**src/logic/rename_pkg.sv**
```systemverilog
package rename_pkg;

  localparam int NUM_ARCH = 32;
  localparam int NUM_PR   = 64;

  typedef logic [$clog2(NUM_ARCH)-1:0] arch_idx_t;
  typedef logic [$clog2(NUM_PR)-1:0]   pr_idx_t;

  // r31 means no destination, never renamed
  localparam arch_idx_t ZERO_REG = arch_idx_t'(31);

  // Instruction as it enters the core
  typedef struct packed {
    arch_idx_t   dest;
    logic [31:0] pc;
  } dispatch_t;

  // Rename stage -> ROB -> retire unit
  typedef struct packed {
    arch_idx_t   dest;
    pr_idx_t     new_pr;
    logic        has_dest;
    logic [31:0] pc;
  } rob_entry_t;

  typedef struct packed {
    arch_idx_t   wr_idx;
    pr_idx_t     new_pr;
    pr_idx_t     freed_pr;  // Old committed mapping of wr_idx
    logic        wr_en;
    logic [31:0] pc;        // Lets commits be matched to instructions
  } commit_t;

endpackage

```
**src/logic/free_list.sv**
```systemverilog
module free_list #(
  parameter int NUM_REGS = rename_pkg::NUM_PR
) (
  input  logic                clock,
  input  logic                rst_n,
  input  logic                push,
  input  rename_pkg::pr_idx_t push_pr,
  input  logic                pop,
  output rename_pkg::pr_idx_t head_pr,
  output logic                not_empty
);

  import rename_pkg::*;

  // Only the registers above the architectural range ever sit here
  localparam int DEPTH = NUM_REGS - NUM_ARCH;
  localparam int PTR_W = $clog2(DEPTH);
  localparam int CNT_W = $clog2(DEPTH + 1);
  localparam logic [CNT_W-1:0] FULL = CNT_W'(DEPTH);

  pr_idx_t          fifo [DEPTH];
  logic [PTR_W-1:0] head;
  logic [PTR_W-1:0] tail;
  logic [CNT_W-1:0] count;

  function automatic logic [PTR_W-1:0] next_ptr(input logic [PTR_W-1:0] ptr);
    return (ptr == PTR_W'(DEPTH - 1)) ? '0 : ptr + 1'b1;
  endfunction

  assign head_pr   = fifo[head];
  assign not_empty = (count != '0);

  always_ff @(posedge clock) begin
    if (!rst_n) begin
      for (int i = 0; i < DEPTH; i++) begin
        fifo[i] <= pr_idx_t'(NUM_ARCH + i);
      end
      head  <= '0;
      tail  <= '0;  // Full at reset, tail sits on head
      count <= FULL;
    end else begin
      if (push) begin
        fifo[tail] <= push_pr;
        tail       <= next_ptr(tail);
      end
      if (pop) begin
        head <= next_ptr(head);
      end
      case ({push, pop})
        2'b10:   count <= count + 1'b1;
        2'b01:   count <= count - 1'b1;
        default: count <= count;
      endcase
    end
  end

  // Rename stage must see not_empty before popping
  assert property (@(posedge clock) disable iff (!rst_n) pop |-> not_empty)
    else $error("free list popped while empty");

  // More frees than non-architectural registers means a double free at retire
  assert property (@(posedge clock) disable iff (!rst_n) push |-> count != FULL)
    else $error("free list pushed while full");

endmodule

```
**src/logic/rename_stage.sv**
```systemverilog
module rename_stage #(
  parameter int ROB_DEPTH = 16
) (
  input  logic                   clock,
  input  logic                   rst_n,
  input  logic                   dispatch_valid,
  input  rename_pkg::dispatch_t  dispatch,
  output logic                   dispatch_ready,
  input  rename_pkg::pr_idx_t    free_pr,
  input  logic                   free_not_empty,
  output logic                   free_pop,
  output logic                   alloc_valid,
  output rename_pkg::rob_entry_t alloc_entry,
  input  logic                   rob_credit
);

  import rename_pkg::*;

  localparam int CRED_W = $clog2(ROB_DEPTH + 1);
  localparam logic [CRED_W-1:0] MAX_CRED = CRED_W'(ROB_DEPTH);

  pr_idx_t           map_table [NUM_ARCH];  // Speculative arch -> phys map
  logic [CRED_W-1:0] credits;
  logic              has_dest;

  function automatic logic is_mapped(input pr_idx_t pr);
    logic hit;
    hit = 1'b0;
    for (int i = 0; i < NUM_ARCH; i++) begin
      if (map_table[i] == pr) begin
        hit = 1'b1;
      end
    end
    return hit;
  endfunction

  assign has_dest = (dispatch.dest != ZERO_REG);

  // A free register is needed only when something gets written
  assign dispatch_ready = (credits != '0) && (!has_dest || free_not_empty);
  assign alloc_valid    = dispatch_valid && dispatch_ready;
  assign free_pop       = alloc_valid && has_dest;

  always_comb begin
    alloc_entry.dest     = dispatch.dest;
    alloc_entry.new_pr   = has_dest ? free_pr : '0;
    alloc_entry.has_dest = has_dest;
    alloc_entry.pc       = dispatch.pc;
  end

  // Credits toward the ROB
  always_ff @(posedge clock) begin
    if (!rst_n) begin
      credits <= MAX_CRED;
    end else begin
      case ({alloc_valid, rob_credit})
        2'b10:   credits <= credits - 1'b1;
        2'b01:   credits <= credits + 1'b1;
        default: credits <= credits;
      endcase
    end
  end

  always_ff @(posedge clock) begin
    if (!rst_n) begin
      for (int i = 0; i < NUM_ARCH; i++) begin
        map_table[i] <= pr_idx_t'(i);
      end
    end else if (free_pop) begin
      map_table[dispatch.dest] <= free_pr;
    end
  end

  // A register handed out by the free list is never still live in the map
  assert property (@(posedge clock) disable iff (!rst_n) free_pop |-> !is_mapped(free_pr))
    else $error("free list returned a register that is still mapped");

  assert property (@(posedge clock) disable iff (!rst_n) rob_credit |-> credits != MAX_CRED)
    else $error("ROB returned a credit it was never given");

endmodule

```
**src/logic/reorder_buffer.sv**
```systemverilog
module reorder_buffer #(
  parameter int ROB_DEPTH    = 16,
  parameter int COMMIT_DEPTH = 2
) (
  input  logic                         clock,
  input  logic                         rst_n,
  input  logic                         alloc_valid,
  input  rename_pkg::rob_entry_t       alloc_entry,
  output logic [$clog2(ROB_DEPTH)-1:0] alloc_idx,
  input  logic                         complete_valid,
  input  logic [$clog2(ROB_DEPTH)-1:0] complete_rob_idx,
  output logic                         release_valid,
  output rename_pkg::rob_entry_t       release_entry,
  input  logic                         retire_credit,
  output logic                         rob_credit
);

  import rename_pkg::*;

  localparam int IDX_W  = $clog2(ROB_DEPTH);
  localparam int CRED_W = $clog2(COMMIT_DEPTH + 1);

  rob_entry_t           entries [ROB_DEPTH];
  logic [ROB_DEPTH-1:0] occupied;
  logic [ROB_DEPTH-1:0] done;
  logic [IDX_W-1:0]     head;
  logic [IDX_W-1:0]     tail;
  logic [CRED_W-1:0]    credits;  // Free slots in the commit queue

  function automatic logic [IDX_W-1:0] next_idx(input logic [IDX_W-1:0] idx);
    return (idx == IDX_W'(ROB_DEPTH - 1)) ? '0 : idx + 1'b1;
  endfunction

  assign alloc_idx     = tail;
  assign release_entry = entries[head];

  // Oldest entry leaves as soon as it is done and retire has room
  assign release_valid = occupied[head] && done[head] && (credits != '0);
  assign rob_credit    = release_valid;

  always_ff @(posedge clock) begin
    if (alloc_valid) begin
      entries[tail] <= alloc_entry;
    end
  end

  always_ff @(posedge clock) begin
    if (!rst_n) begin
      occupied <= '0;
      done     <= '0;
      head     <= '0;
      tail     <= '0;
    end else begin
      if (alloc_valid) begin
        occupied[tail] <= 1'b1;
        done[tail]     <= 1'b0;
        tail           <= next_idx(tail);
      end
      if (complete_valid) begin
        done[complete_rob_idx] <= 1'b1;
      end
      if (release_valid) begin
        occupied[head] <= 1'b0;
        head           <= next_idx(head);
      end
    end
  end

  always_ff @(posedge clock) begin
    if (!rst_n) begin
      credits <= CRED_W'(COMMIT_DEPTH);
    end else begin
      case ({release_valid, retire_credit})
        2'b10:   credits <= credits - 1'b1;
        2'b01:   credits <= credits + 1'b1;
        default: credits <= credits;
      endcase
    end
  end

  // Rename credits must keep the tail off live entries
  assert property (@(posedge clock) disable iff (!rst_n) alloc_valid |-> !occupied[tail])
    else $error("ROB allocation into an occupied slot");

  assert property (@(posedge clock) disable iff (!rst_n)
                   complete_valid |-> occupied[complete_rob_idx] && !done[complete_rob_idx])
    else $error("completion of an empty or already done ROB slot");

endmodule

```
**src/logic/retire_unit.sv**
```systemverilog
module retire_unit #(
  parameter int COMMIT_DEPTH = 2
) (
  input  logic                   clock,
  input  logic                   rst_n,
  input  logic                   release_valid,
  input  rename_pkg::rob_entry_t release_entry,
  output logic                   free_push,
  output rename_pkg::pr_idx_t    free_pr,
  output logic                   retire_credit,
  output logic                   commit_valid,
  output rename_pkg::commit_t    commit,
  input  logic                   commit_ready
);

  import rename_pkg::*;

  localparam int PTR_W = (COMMIT_DEPTH > 1) ? $clog2(COMMIT_DEPTH) : 1;
  localparam int CNT_W = $clog2(COMMIT_DEPTH + 1);
  localparam logic [CNT_W-1:0] FULL = CNT_W'(COMMIT_DEPTH);

  pr_idx_t          arch_map [NUM_ARCH];  // Committed state
  commit_t          queue [COMMIT_DEPTH];
  commit_t          rec;
  logic [PTR_W-1:0] head;
  logic [PTR_W-1:0] tail;
  logic [CNT_W-1:0] count;
  logic             pop;

  function automatic logic [PTR_W-1:0] next_ptr(input logic [PTR_W-1:0] ptr);
    return (ptr == PTR_W'(COMMIT_DEPTH - 1)) ? '0 : ptr + 1'b1;
  endfunction

  // Old mapping goes back to the free list at the release edge
  assign free_pr   = arch_map[release_entry.dest];
  assign free_push = release_valid && release_entry.has_dest;

  always_comb begin
    rec.wr_idx   = release_entry.dest;
    rec.new_pr   = release_entry.new_pr;
    rec.freed_pr = release_entry.has_dest ? free_pr : '0;
    rec.wr_en    = release_entry.has_dest;
    rec.pc       = release_entry.pc;
  end

  assign commit_valid  = (count != '0);
  assign commit        = queue[head];
  assign pop           = commit_valid && commit_ready;
  assign retire_credit = pop;  // One slot back to the ROB

  always_ff @(posedge clock) begin
    if (!rst_n) begin
      for (int i = 0; i < NUM_ARCH; i++) begin
        arch_map[i] <= pr_idx_t'(i);
      end
    end else if (free_push) begin
      arch_map[release_entry.dest] <= release_entry.new_pr;
    end
  end

  always_ff @(posedge clock) begin
    if (release_valid) begin
      queue[tail] <= rec;
    end
  end

  always_ff @(posedge clock) begin
    if (!rst_n) begin
      head  <= '0;
      tail  <= '0;
      count <= '0;
    end else begin
      if (release_valid) begin
        tail <= next_ptr(tail);
      end
      if (pop) begin
        head <= next_ptr(head);
      end
      case ({release_valid, pop})
        2'b10:   count <= count + 1'b1;
        2'b01:   count <= count - 1'b1;
        default: count <= count;
      endcase
    end
  end

  // ROB credit count has to track queue space exactly
  assert property (@(posedge clock) disable iff (!rst_n) release_valid |-> count != FULL)
    else $error("release arrived with the commit queue full");

endmodule

```
**src/logic/rename_core.sv**
```systemverilog
module rename_core #(
  parameter int ROB_DEPTH    = 16,
  parameter int COMMIT_DEPTH = 2
) (
  input  logic                         clock,
  input  logic                         rst_n,
  input  logic                         dispatch_valid,
  input  rename_pkg::dispatch_t        dispatch,
  output logic                         dispatch_ready,
  output logic [$clog2(ROB_DEPTH)-1:0] dispatch_rob_idx,
  input  logic                         complete_valid,
  input  logic [$clog2(ROB_DEPTH)-1:0] complete_rob_idx,
  output logic                         commit_valid,
  output rename_pkg::commit_t          commit,
  input  logic                         commit_ready
);

  import rename_pkg::*;

  pr_idx_t    free_head_pr;
  logic       free_not_empty;
  logic       free_pop;
  logic       free_push;
  pr_idx_t    freed_pr;
  logic       alloc_valid;
  rob_entry_t alloc_entry;
  logic       rob_credit;     // Rename <- ROB
  logic       release_valid;
  rob_entry_t release_entry;
  logic       retire_credit;  // ROB <- retire

  rename_stage #(
    .ROB_DEPTH (ROB_DEPTH)
  ) rename_stage_0 (
    .clock          (clock),
    .rst_n          (rst_n),
    .dispatch_valid (dispatch_valid),
    .dispatch       (dispatch),
    .dispatch_ready (dispatch_ready),
    .free_pr        (free_head_pr),
    .free_not_empty (free_not_empty),
    .free_pop       (free_pop),
    .alloc_valid    (alloc_valid),
    .alloc_entry    (alloc_entry),
    .rob_credit     (rob_credit)
  );

  free_list #(
    .NUM_REGS (NUM_PR)
  ) free_list_0 (
    .clock     (clock),
    .rst_n     (rst_n),
    .push      (free_push),
    .push_pr   (freed_pr),
    .pop       (free_pop),
    .head_pr   (free_head_pr),
    .not_empty (free_not_empty)
  );

  reorder_buffer #(
    .ROB_DEPTH    (ROB_DEPTH),
    .COMMIT_DEPTH (COMMIT_DEPTH)
  ) rob_0 (
    .clock            (clock),
    .rst_n            (rst_n),
    .alloc_valid      (alloc_valid),
    .alloc_entry      (alloc_entry),
    .alloc_idx        (dispatch_rob_idx),
    .complete_valid   (complete_valid),
    .complete_rob_idx (complete_rob_idx),
    .release_valid    (release_valid),
    .release_entry    (release_entry),
    .retire_credit    (retire_credit),
    .rob_credit       (rob_credit)
  );

  retire_unit #(
    .COMMIT_DEPTH (COMMIT_DEPTH)
  ) retire_unit_0 (
    .clock         (clock),
    .rst_n         (rst_n),
    .release_valid (release_valid),
    .release_entry (release_entry),
    .free_push     (free_push),
    .free_pr       (freed_pr),
    .retire_credit (retire_credit),
    .commit_valid  (commit_valid),
    .commit        (commit),
    .commit_ready  (commit_ready)
  );

endmodule

```
**config.mk**
```make
export PLATFORM = sky130hd
export DESIGN_NAME = rename_core
export DESIGN_NICKNAME = d
export VERILOG_FILES = /design/src/logic/rename_pkg.sv /design/src/logic/free_list.sv /design/src/logic/rename_stage.sv /design/src/logic/reorder_buffer.sv /design/src/logic/retire_unit.sv /design/src/logic/rename_core.sv
export SDC_FILE = /design/constraint.sdc
export NUM_CORES = 1
export LEC_CHECK = 0
export BUFFER_PORTS_ARGS = -buffer_cell sky130_fd_sc_hd__buf_2
export CAP_MARGIN = 20
export CELL_PAD_IN_SITES_DETAIL_PLACEMENT = 0
export CELL_PAD_IN_SITES_GLOBAL_PLACEMENT = 1
export CORE_AREA = 2 2 379 381
export DETAILED_ROUTE_END_ITERATION = 10
export DIE_AREA = 0 0 381 383
export PLACE_DENSITY_LB_ADDON = 0.1
export SYNTH_ARGS = -nofsm -noshare
export SYNTH_HDL_FRONTEND = slang
export SYNTH_SLANG_ARGS = --single-unit
```
**constraint.sdc**
```tcl
create_clock -name clock -period 8.67 [get_ports clock]
set_clock_uncertainty 0.15 [all_clocks]
set_input_delay 0.4335 -clock clock [delete_from_list [all_inputs] [get_ports clock]]
set_output_delay 0.4335 -clock clock [all_outputs]
set_load 0.02 [all_outputs]
```
**After elaboration in Yosys (flattened, before gate mapping)**

Memory sizes are Yosys's and may differ from the RTL's. A register that Yosys moved wholly into a read port is not among the register bits.
Index checks and enable logic that the tools add are counted.

- Shift operators: 0
- $lt $le $gt $ge: 6
- Equal/unequal tests: 11
- Div/mod/pow operators: 0
- $mul: 0
- Reduce and logical (&&, ||, !) cells: 21
- Multiplexer cells: 48
- $add $sub $neg: 14
- Bitwise logic cells: 6

Operator list:

| operator | count |
|---|---|
| $mux W16 | 6 |
| $and A16 B16 Y16 | 2 |
| $not A16 Y16 | 2 |
| $or A16 B16 Y16 | 2 |
| $mux W5 | 6 |
| $mux W6 | 4 |
| $mux W1 | 19 |
| $mux W4 | 4 |
| $add A5 B1 Y5 const B | 3 |
| $lt A4 B5 Y1 const B | 3 |
| $demux W1 S4 | 3 |
| $ge A4 B1 Y1 const B | 3 |
| $pmux W6 S2 | 1 |
| $reduce_or A6 Y1 | 2 |
| $eq A5 B5 Y1 const B | 2 |
| $logic_and A1 B1 Y1 | 10 |
| $pmux W5 S2 | 1 |
| $reduce_bool A2 Y1 | 5 |
| $add A4 B1 Y4 const B | 2 |
| $bmux W1 S4 | 2 |
| $eq A4 B4 Y1 const B | 2 |
| $pmux W2 S2 | 2 |
| $add A6 B1 Y6 const B | 1 |
| $eq A2 B1 Y1 const B | 3 |
| 11 further kinds | 16 |

- Memory bits (writable): 1,188
- Register bits after elaboration: 67
- Word-level logic and storage cells: 122
- Bits in read-only memories: 0
- Input port bits: 46
- Latch bits: 0
- Memories: 4

Memories:

| name | words | width | rd ports | clocked after Yosys merged registers in | wr ports | RTL line | source |
|---|---|---|---|---|---|---|---|
| rob_0.entries | 16 | 44 | 1 | 1 | 1 | reorder_buffer.sv:23 | `rob_entry_t entries [ROB_DEPTH];` |
| free_list_0.fifo | 32 | 6 | 1 | 1 | 32 | free_list.sv:21 | `pr_idx_t fifo [DEPTH];` |
| retire_unit_0.arch_map | 32 | 6 | 1 | 0 | 32 | retire_unit.sv:22 | `pr_idx_t arch_map [NUM_ARCH];` |
| retire_unit_0.queue | 2 | 50 | 1 | 1 | 1 | retire_unit.sv:23 | `commit_t queue [COMMIT_DEPTH];` |

**Logic depth before layout (Yosys ltp)**

- Depth in word-level cells: 10
- Mapped depth: 21
- Gate-level depth less buffers: 18

**Modules after synthesis**

A second synthesis with hierarchy kept.

- Cell total of the unflattened synthesis: 3,016
- Area, all modules: 52,341.4 um2

By module, submodules not included:

| module | instances | cells an instance | area each (um2) | seq. area each (um2) |
|---|---|---|---|---|
| reorder_buffer | 1 | 1,207 | 28,678.8 | 22,061.2 |
| retire_unit | 1 | 907 | 12,853.6 | 8,868.5 |
| free_list | 1 | 813 | 10,099.7 | 6,185.9 |
| rename_stage | 1 | 89 | 709.4 | 100.1 |

**Least setup slack after synthesis**

OpenSTA, ideal clock, no wires.

- Path kind: input -> register
- Start point: input dispatch[34] (netlist name)
- End point: register rob_0.occupied[0]
- Cell stages on the path: 10
- Arrival time: 5.856 ns
- Path buffers: 2
- Setup slack: 2.592 ns
- Library setup time: 0.072 ns
- Path through: and3_1 and3_1 clkbuf_1 inv_1 a31oi_1 and2_1 clkbuf_1 nand2_1 nor3_1 o221a_2

RTL lines:

| item | RTL line | source |
|---|---|---|
| from (decl) | rename_core.sv:8 | `input rename_pkg::dispatch_t dispatch,` |
| to (signal assigned) | reorder_buffer.sv:49 | `occupied <= '0;` |
| to (signal, indexed assignment) | reorder_buffer.sv:55 | `occupied[tail] <= 1'b1;` |
| to (signal, indexed assignment) | reorder_buffer.sv:63 | `occupied[head] <= 1'b0;` |
| to (decl) | reorder_buffer.sv:24 | `logic [ROB_DEPTH-1:0] occupied;` |

==> impl_results.md <==
* GPL Wtd Cong at around 0.81
* Reg2reg path depth at 12
* CTS H-tree depth at 4
* Peak Freq at about 190 MHz
* TritonCTS Buffers at 143
* Top FF cell, synth: edfxtp_1
* Setup Buffers After CTS at 0
* Synth cell types at 87
* Drt first pass iters at 6
* Combinational power share at around 15%
* Total wire length at roughly 140 mm
* Placed cell count at about 5,000
* Power share of the clock group at between 30% and 40%
* Synth cell count leaders: edfxtp_1 (1,188), mux4_2 (270), nand2_1 (251)
* Post-synthesis mux area share at between 10% and 20%
* Detailed Place HPWL at 81.3 mm
* Cell count after synthesis at between 3,000 and 4,000
* Worst EP arrival at 5630 ps
* Yosys Warn Count at 0
* Async S/R FF share, synth at 0%
* Area Overhead vs Synth at 14.4%
* Global route overflow at 0
* Worst-Skew Late Latency at around 780 ps
* Routed vias at between 20,000 and 30,000
* Leakage at 0.0184 µW
* Post-CTS Resized at 0
* Syn nets at ~3,100
* Setup Viol. Count Final at 0
* Die W at 381 µm
* Post-Syn Area at approximately 52,000 µm²
* GRT Util Overall at 19.3%
* Top-count cell post-synth: edfxtp_1
* Dominant cell type by area after synthesis: edfxtp_1
* Crit Path Max Fanout at 40
* Post-CTS Hold Buffers at 47
* Simple-gate share of the synthesized area at just under 7%
* Clock Pin Slew Worst Setup and Hold Paths at ~60 ps
* Worst Setup End Kind: flip-flop
* I/O Buffers at about 100
* Clk sinks at approximately 1,300
* Kind of critical path: flip-flop to flip-flop
* Longest Clk Path Bufs at 3
* Drt wl/cell at around 27 µm
* Avg Synthesized Cell Area at 17.1 µm²
* Yosys top cell area share at between 60 and 70%
* Post-layout minimum cycle time at ~5300 ps
* P_sw at slightly above 4000 µW
* PwrDens at 251 nW/µm²
* Hold Violations, Final at 0
* CP required at approximately 9000 ps
* R2r endpoint: free_list_0.fifo[9][0]$_SDFFCE_PN1P_
* CTS root buffer: clkbuf_16
* EDFF count, synth at around 1,200
* # diodes at 0
* Worst Hold Depth at 4
* Min-delay worst type: input port to flip-flop
* Setup_tns at 0 ps
* Sequential Power Share at between 40% and 50%
* Number of I/O pins at 102
* Post-synthesis compound-gate area fraction at ~4.2%
* Row count at between 100 and 150
* Combinational family with the most area after synthesis: multiplexers
* Worst min-delay path startpoint: dispatch_valid
* Worst slew pin tran at between 1000 and 1500 ps
* Cell Count, Final, Fillers Out at 5,221
* Worst hold slack at 158 ps
* Antenna Violating Nets Remaining at 0
* Largest net degree at the start of global routing at around 130
* Worst IR Drop VDD at about 0.18 mV
* # nets final at about 3,300
* Max Slew Vio Count at 0
* Outcome: completed
* Largest cells by area after synthesis: edfxtp_1 (68%), mux4_2 (12%), dfxtp_1 (2.9%)
* First DRT Iteration DRCs at 2,457
* Routed vias/inst at ~5.5
* CTS tree: built
* First-pass GRT wire length at slightly above 200 mm
* Adder-cell share of the synthesized area at less than 1%
* Worst slew margin at 27.0%
* Worst R2R Setup Slack at 3340 ps
* Die height at ~380 µm
* Full die area at between 100,000 and 150,000 µm²
* Final Worst Setup Slack at approximately 3300 ps
* P_int at roughly 11,000 µW
* Core Area at 142,000 µm²
* XOR/XNOR Fraction of Synth Area at less than 1%
* Switching share of power at 27.3%
* Tcrit/Tclk final at 61.5%
* RSZ-0062 raised after global routing: no
* Place WS at between 3000 and 4000 ps
* Share of cells above drive strength 1 at 23.8%
* Post-synthesis sequential area ratio at 71.2%
* Max-cap viol count at 0
* Starting Density at roughly 37%
* Hold path endpoint: rob_0.alloc_idx[0]$_SDFFE_PN0N_
* Vias in the first global route at 29,995
* Remaining DRCs at 0
* Initial antenna violation count at 8
* Flops & latches, synth at between 1,000 and 1,500
* Setup crit start kind: flip-flop
[power groups by stage]
stage               Sequential (µW)  Combinational (µW)  Clock (µW)
floorplan                      7150                1420           0
global placement               7160                2180           0
detailed placement             7170                2200           0
CTS                            7050                2230        5930
global route                   7060                2360        6150
finish                         7040                2220        5770
[final cells by class]
type                       count  area [µm²]
clock buffer                 190        3860
multi-input combinational   1565       14200
fill                       12769       82400
tap                         1903        2380
clock inverter                66         591
inverter                      27         105
timing repair buffer         205        1450
sequential                  1265       37200
[how the worst max path moves through the flow]
stage	endpoint	cells past startpoint
finish	free_list_0.fifo[9][0]$_SDFFCE_PN1P_	12
CTS	free_list_0.fifo[9][0]$_SDFFCE_PN1P_	12
detailed placement	free_list_0.count[4]$_SDFFE_PN0P_	19
global placement	free_list_0.count[4]$_SDFFE_PN0P_	19
floorplan	rob_0.occupied[0]$_SDFF_PN0_	10
global route	retire_unit_0.queue[1][38]$_DFFE_PP_	12
[flip-flops by register name, indices dropped and copies added (netlist names), named ones only]
signal / flops
rob_0.occupied: 16
rob_0.alloc_idx: 4
free_list_0.tail: 5
free_list_0.head: 5
retire_unit_0.tail: 1
rob_0.done: 16
free_list_0.count: 6
retire_unit_0.count: 2
free_list_0.fifo: 192
rob_0.entries: 704
retire_unit_0.queue: 100
rename_stage_0.credits: 5
rob_0.head: 4
rob_0.credits: 2
retire_unit_0.head: 1
retire_unit_0.arch_map: 192
[cell families (layout without fill, tap and decap cells)]
group / count (synthesis) / count (layout)
adder cells (fa/ha/maj): 24 / 24
AO/OA/AOI/OAI: 321 / 321
AND/OR/NAND/NOR: 779 / 779
XOR/XNOR: 20 / 20
buffers and inverters: 226 / 488
multiplexers: 421 / 421
flip-flops: 1265 / 1265
[routing by layer]
| layer | global-route usage (%) | wire length [µm] | vias up |
|---|---|---|---|
| li1 | - | - | 12423 |
| met2 | 33.5 | 72000 | 815 |
| met5 | 0 | 46 | - |
| met3 | 3.78 | 7250 | 220 |
| met4 | 5.27 | 3040 | 8 |
| met1 | 24.8 | 58800 | 15016 |
[cells in the final DEF (no fill, tap or decap), drive strengths merged, types with 9 or more instances in the layout]
cell type / netlist / final
mux2i: 84 / 84
clkinv: 1 / 53
edfxtp: 1188 / 1188
o21ai: 74 / 74
buf: 102 / 158
ha: 23 / 23
xnor2: 15 / 15
nor2b: 13 / 13
nand3: 172 / 172
and3: 14 / 14
a21boi: 32 / 32
a21oi: 116 / 116
and2: 16 / 16
a31oi: 9 / 9
nor3: 13 / 13
o221a: 12 / 12
dlygate4sd3: 0 / 47
nor2: 214 / 214
or3: 11 / 11
nand2b: 10 / 10
nand4: 35 / 35
nand2: 253 / 253
inv: 26 / 30
o22a: 10 / 10
mux2: 67 / 67
dfxtp: 77 / 77
o22ai: 14 / 14
clkbuf: 97 / 190
mux4: 270 / 270
[critical path: stages, from the launching register on]
cell and delay (ps):
dfxtp_4 440, buf_4 490, mux4_2 610, mux2i_4 310
nand2_2 140, nand2_4 220, clkinv_2 550, buf_4 560
mux2i_1 320, o22ai_1 180, o31ai_4 230, buf_4 510
nand3_1 170
[per-stage QoR]
stage | area [µm²] | power (µW) | utilization, %
6_report | 59800 | 15000 | 42.1
5_1_grt | 59800 | 15600 | 42.1
4_1_cts | 59800 | 15200 | 42.0
3_5_place_dp | 54900 | 9380 | 38.6
3_3_place_gp | 54900 | 9340 | 38.6
2_1_floorplan | 52300 | 8580 | -
(Power assumes the default switching activity.)
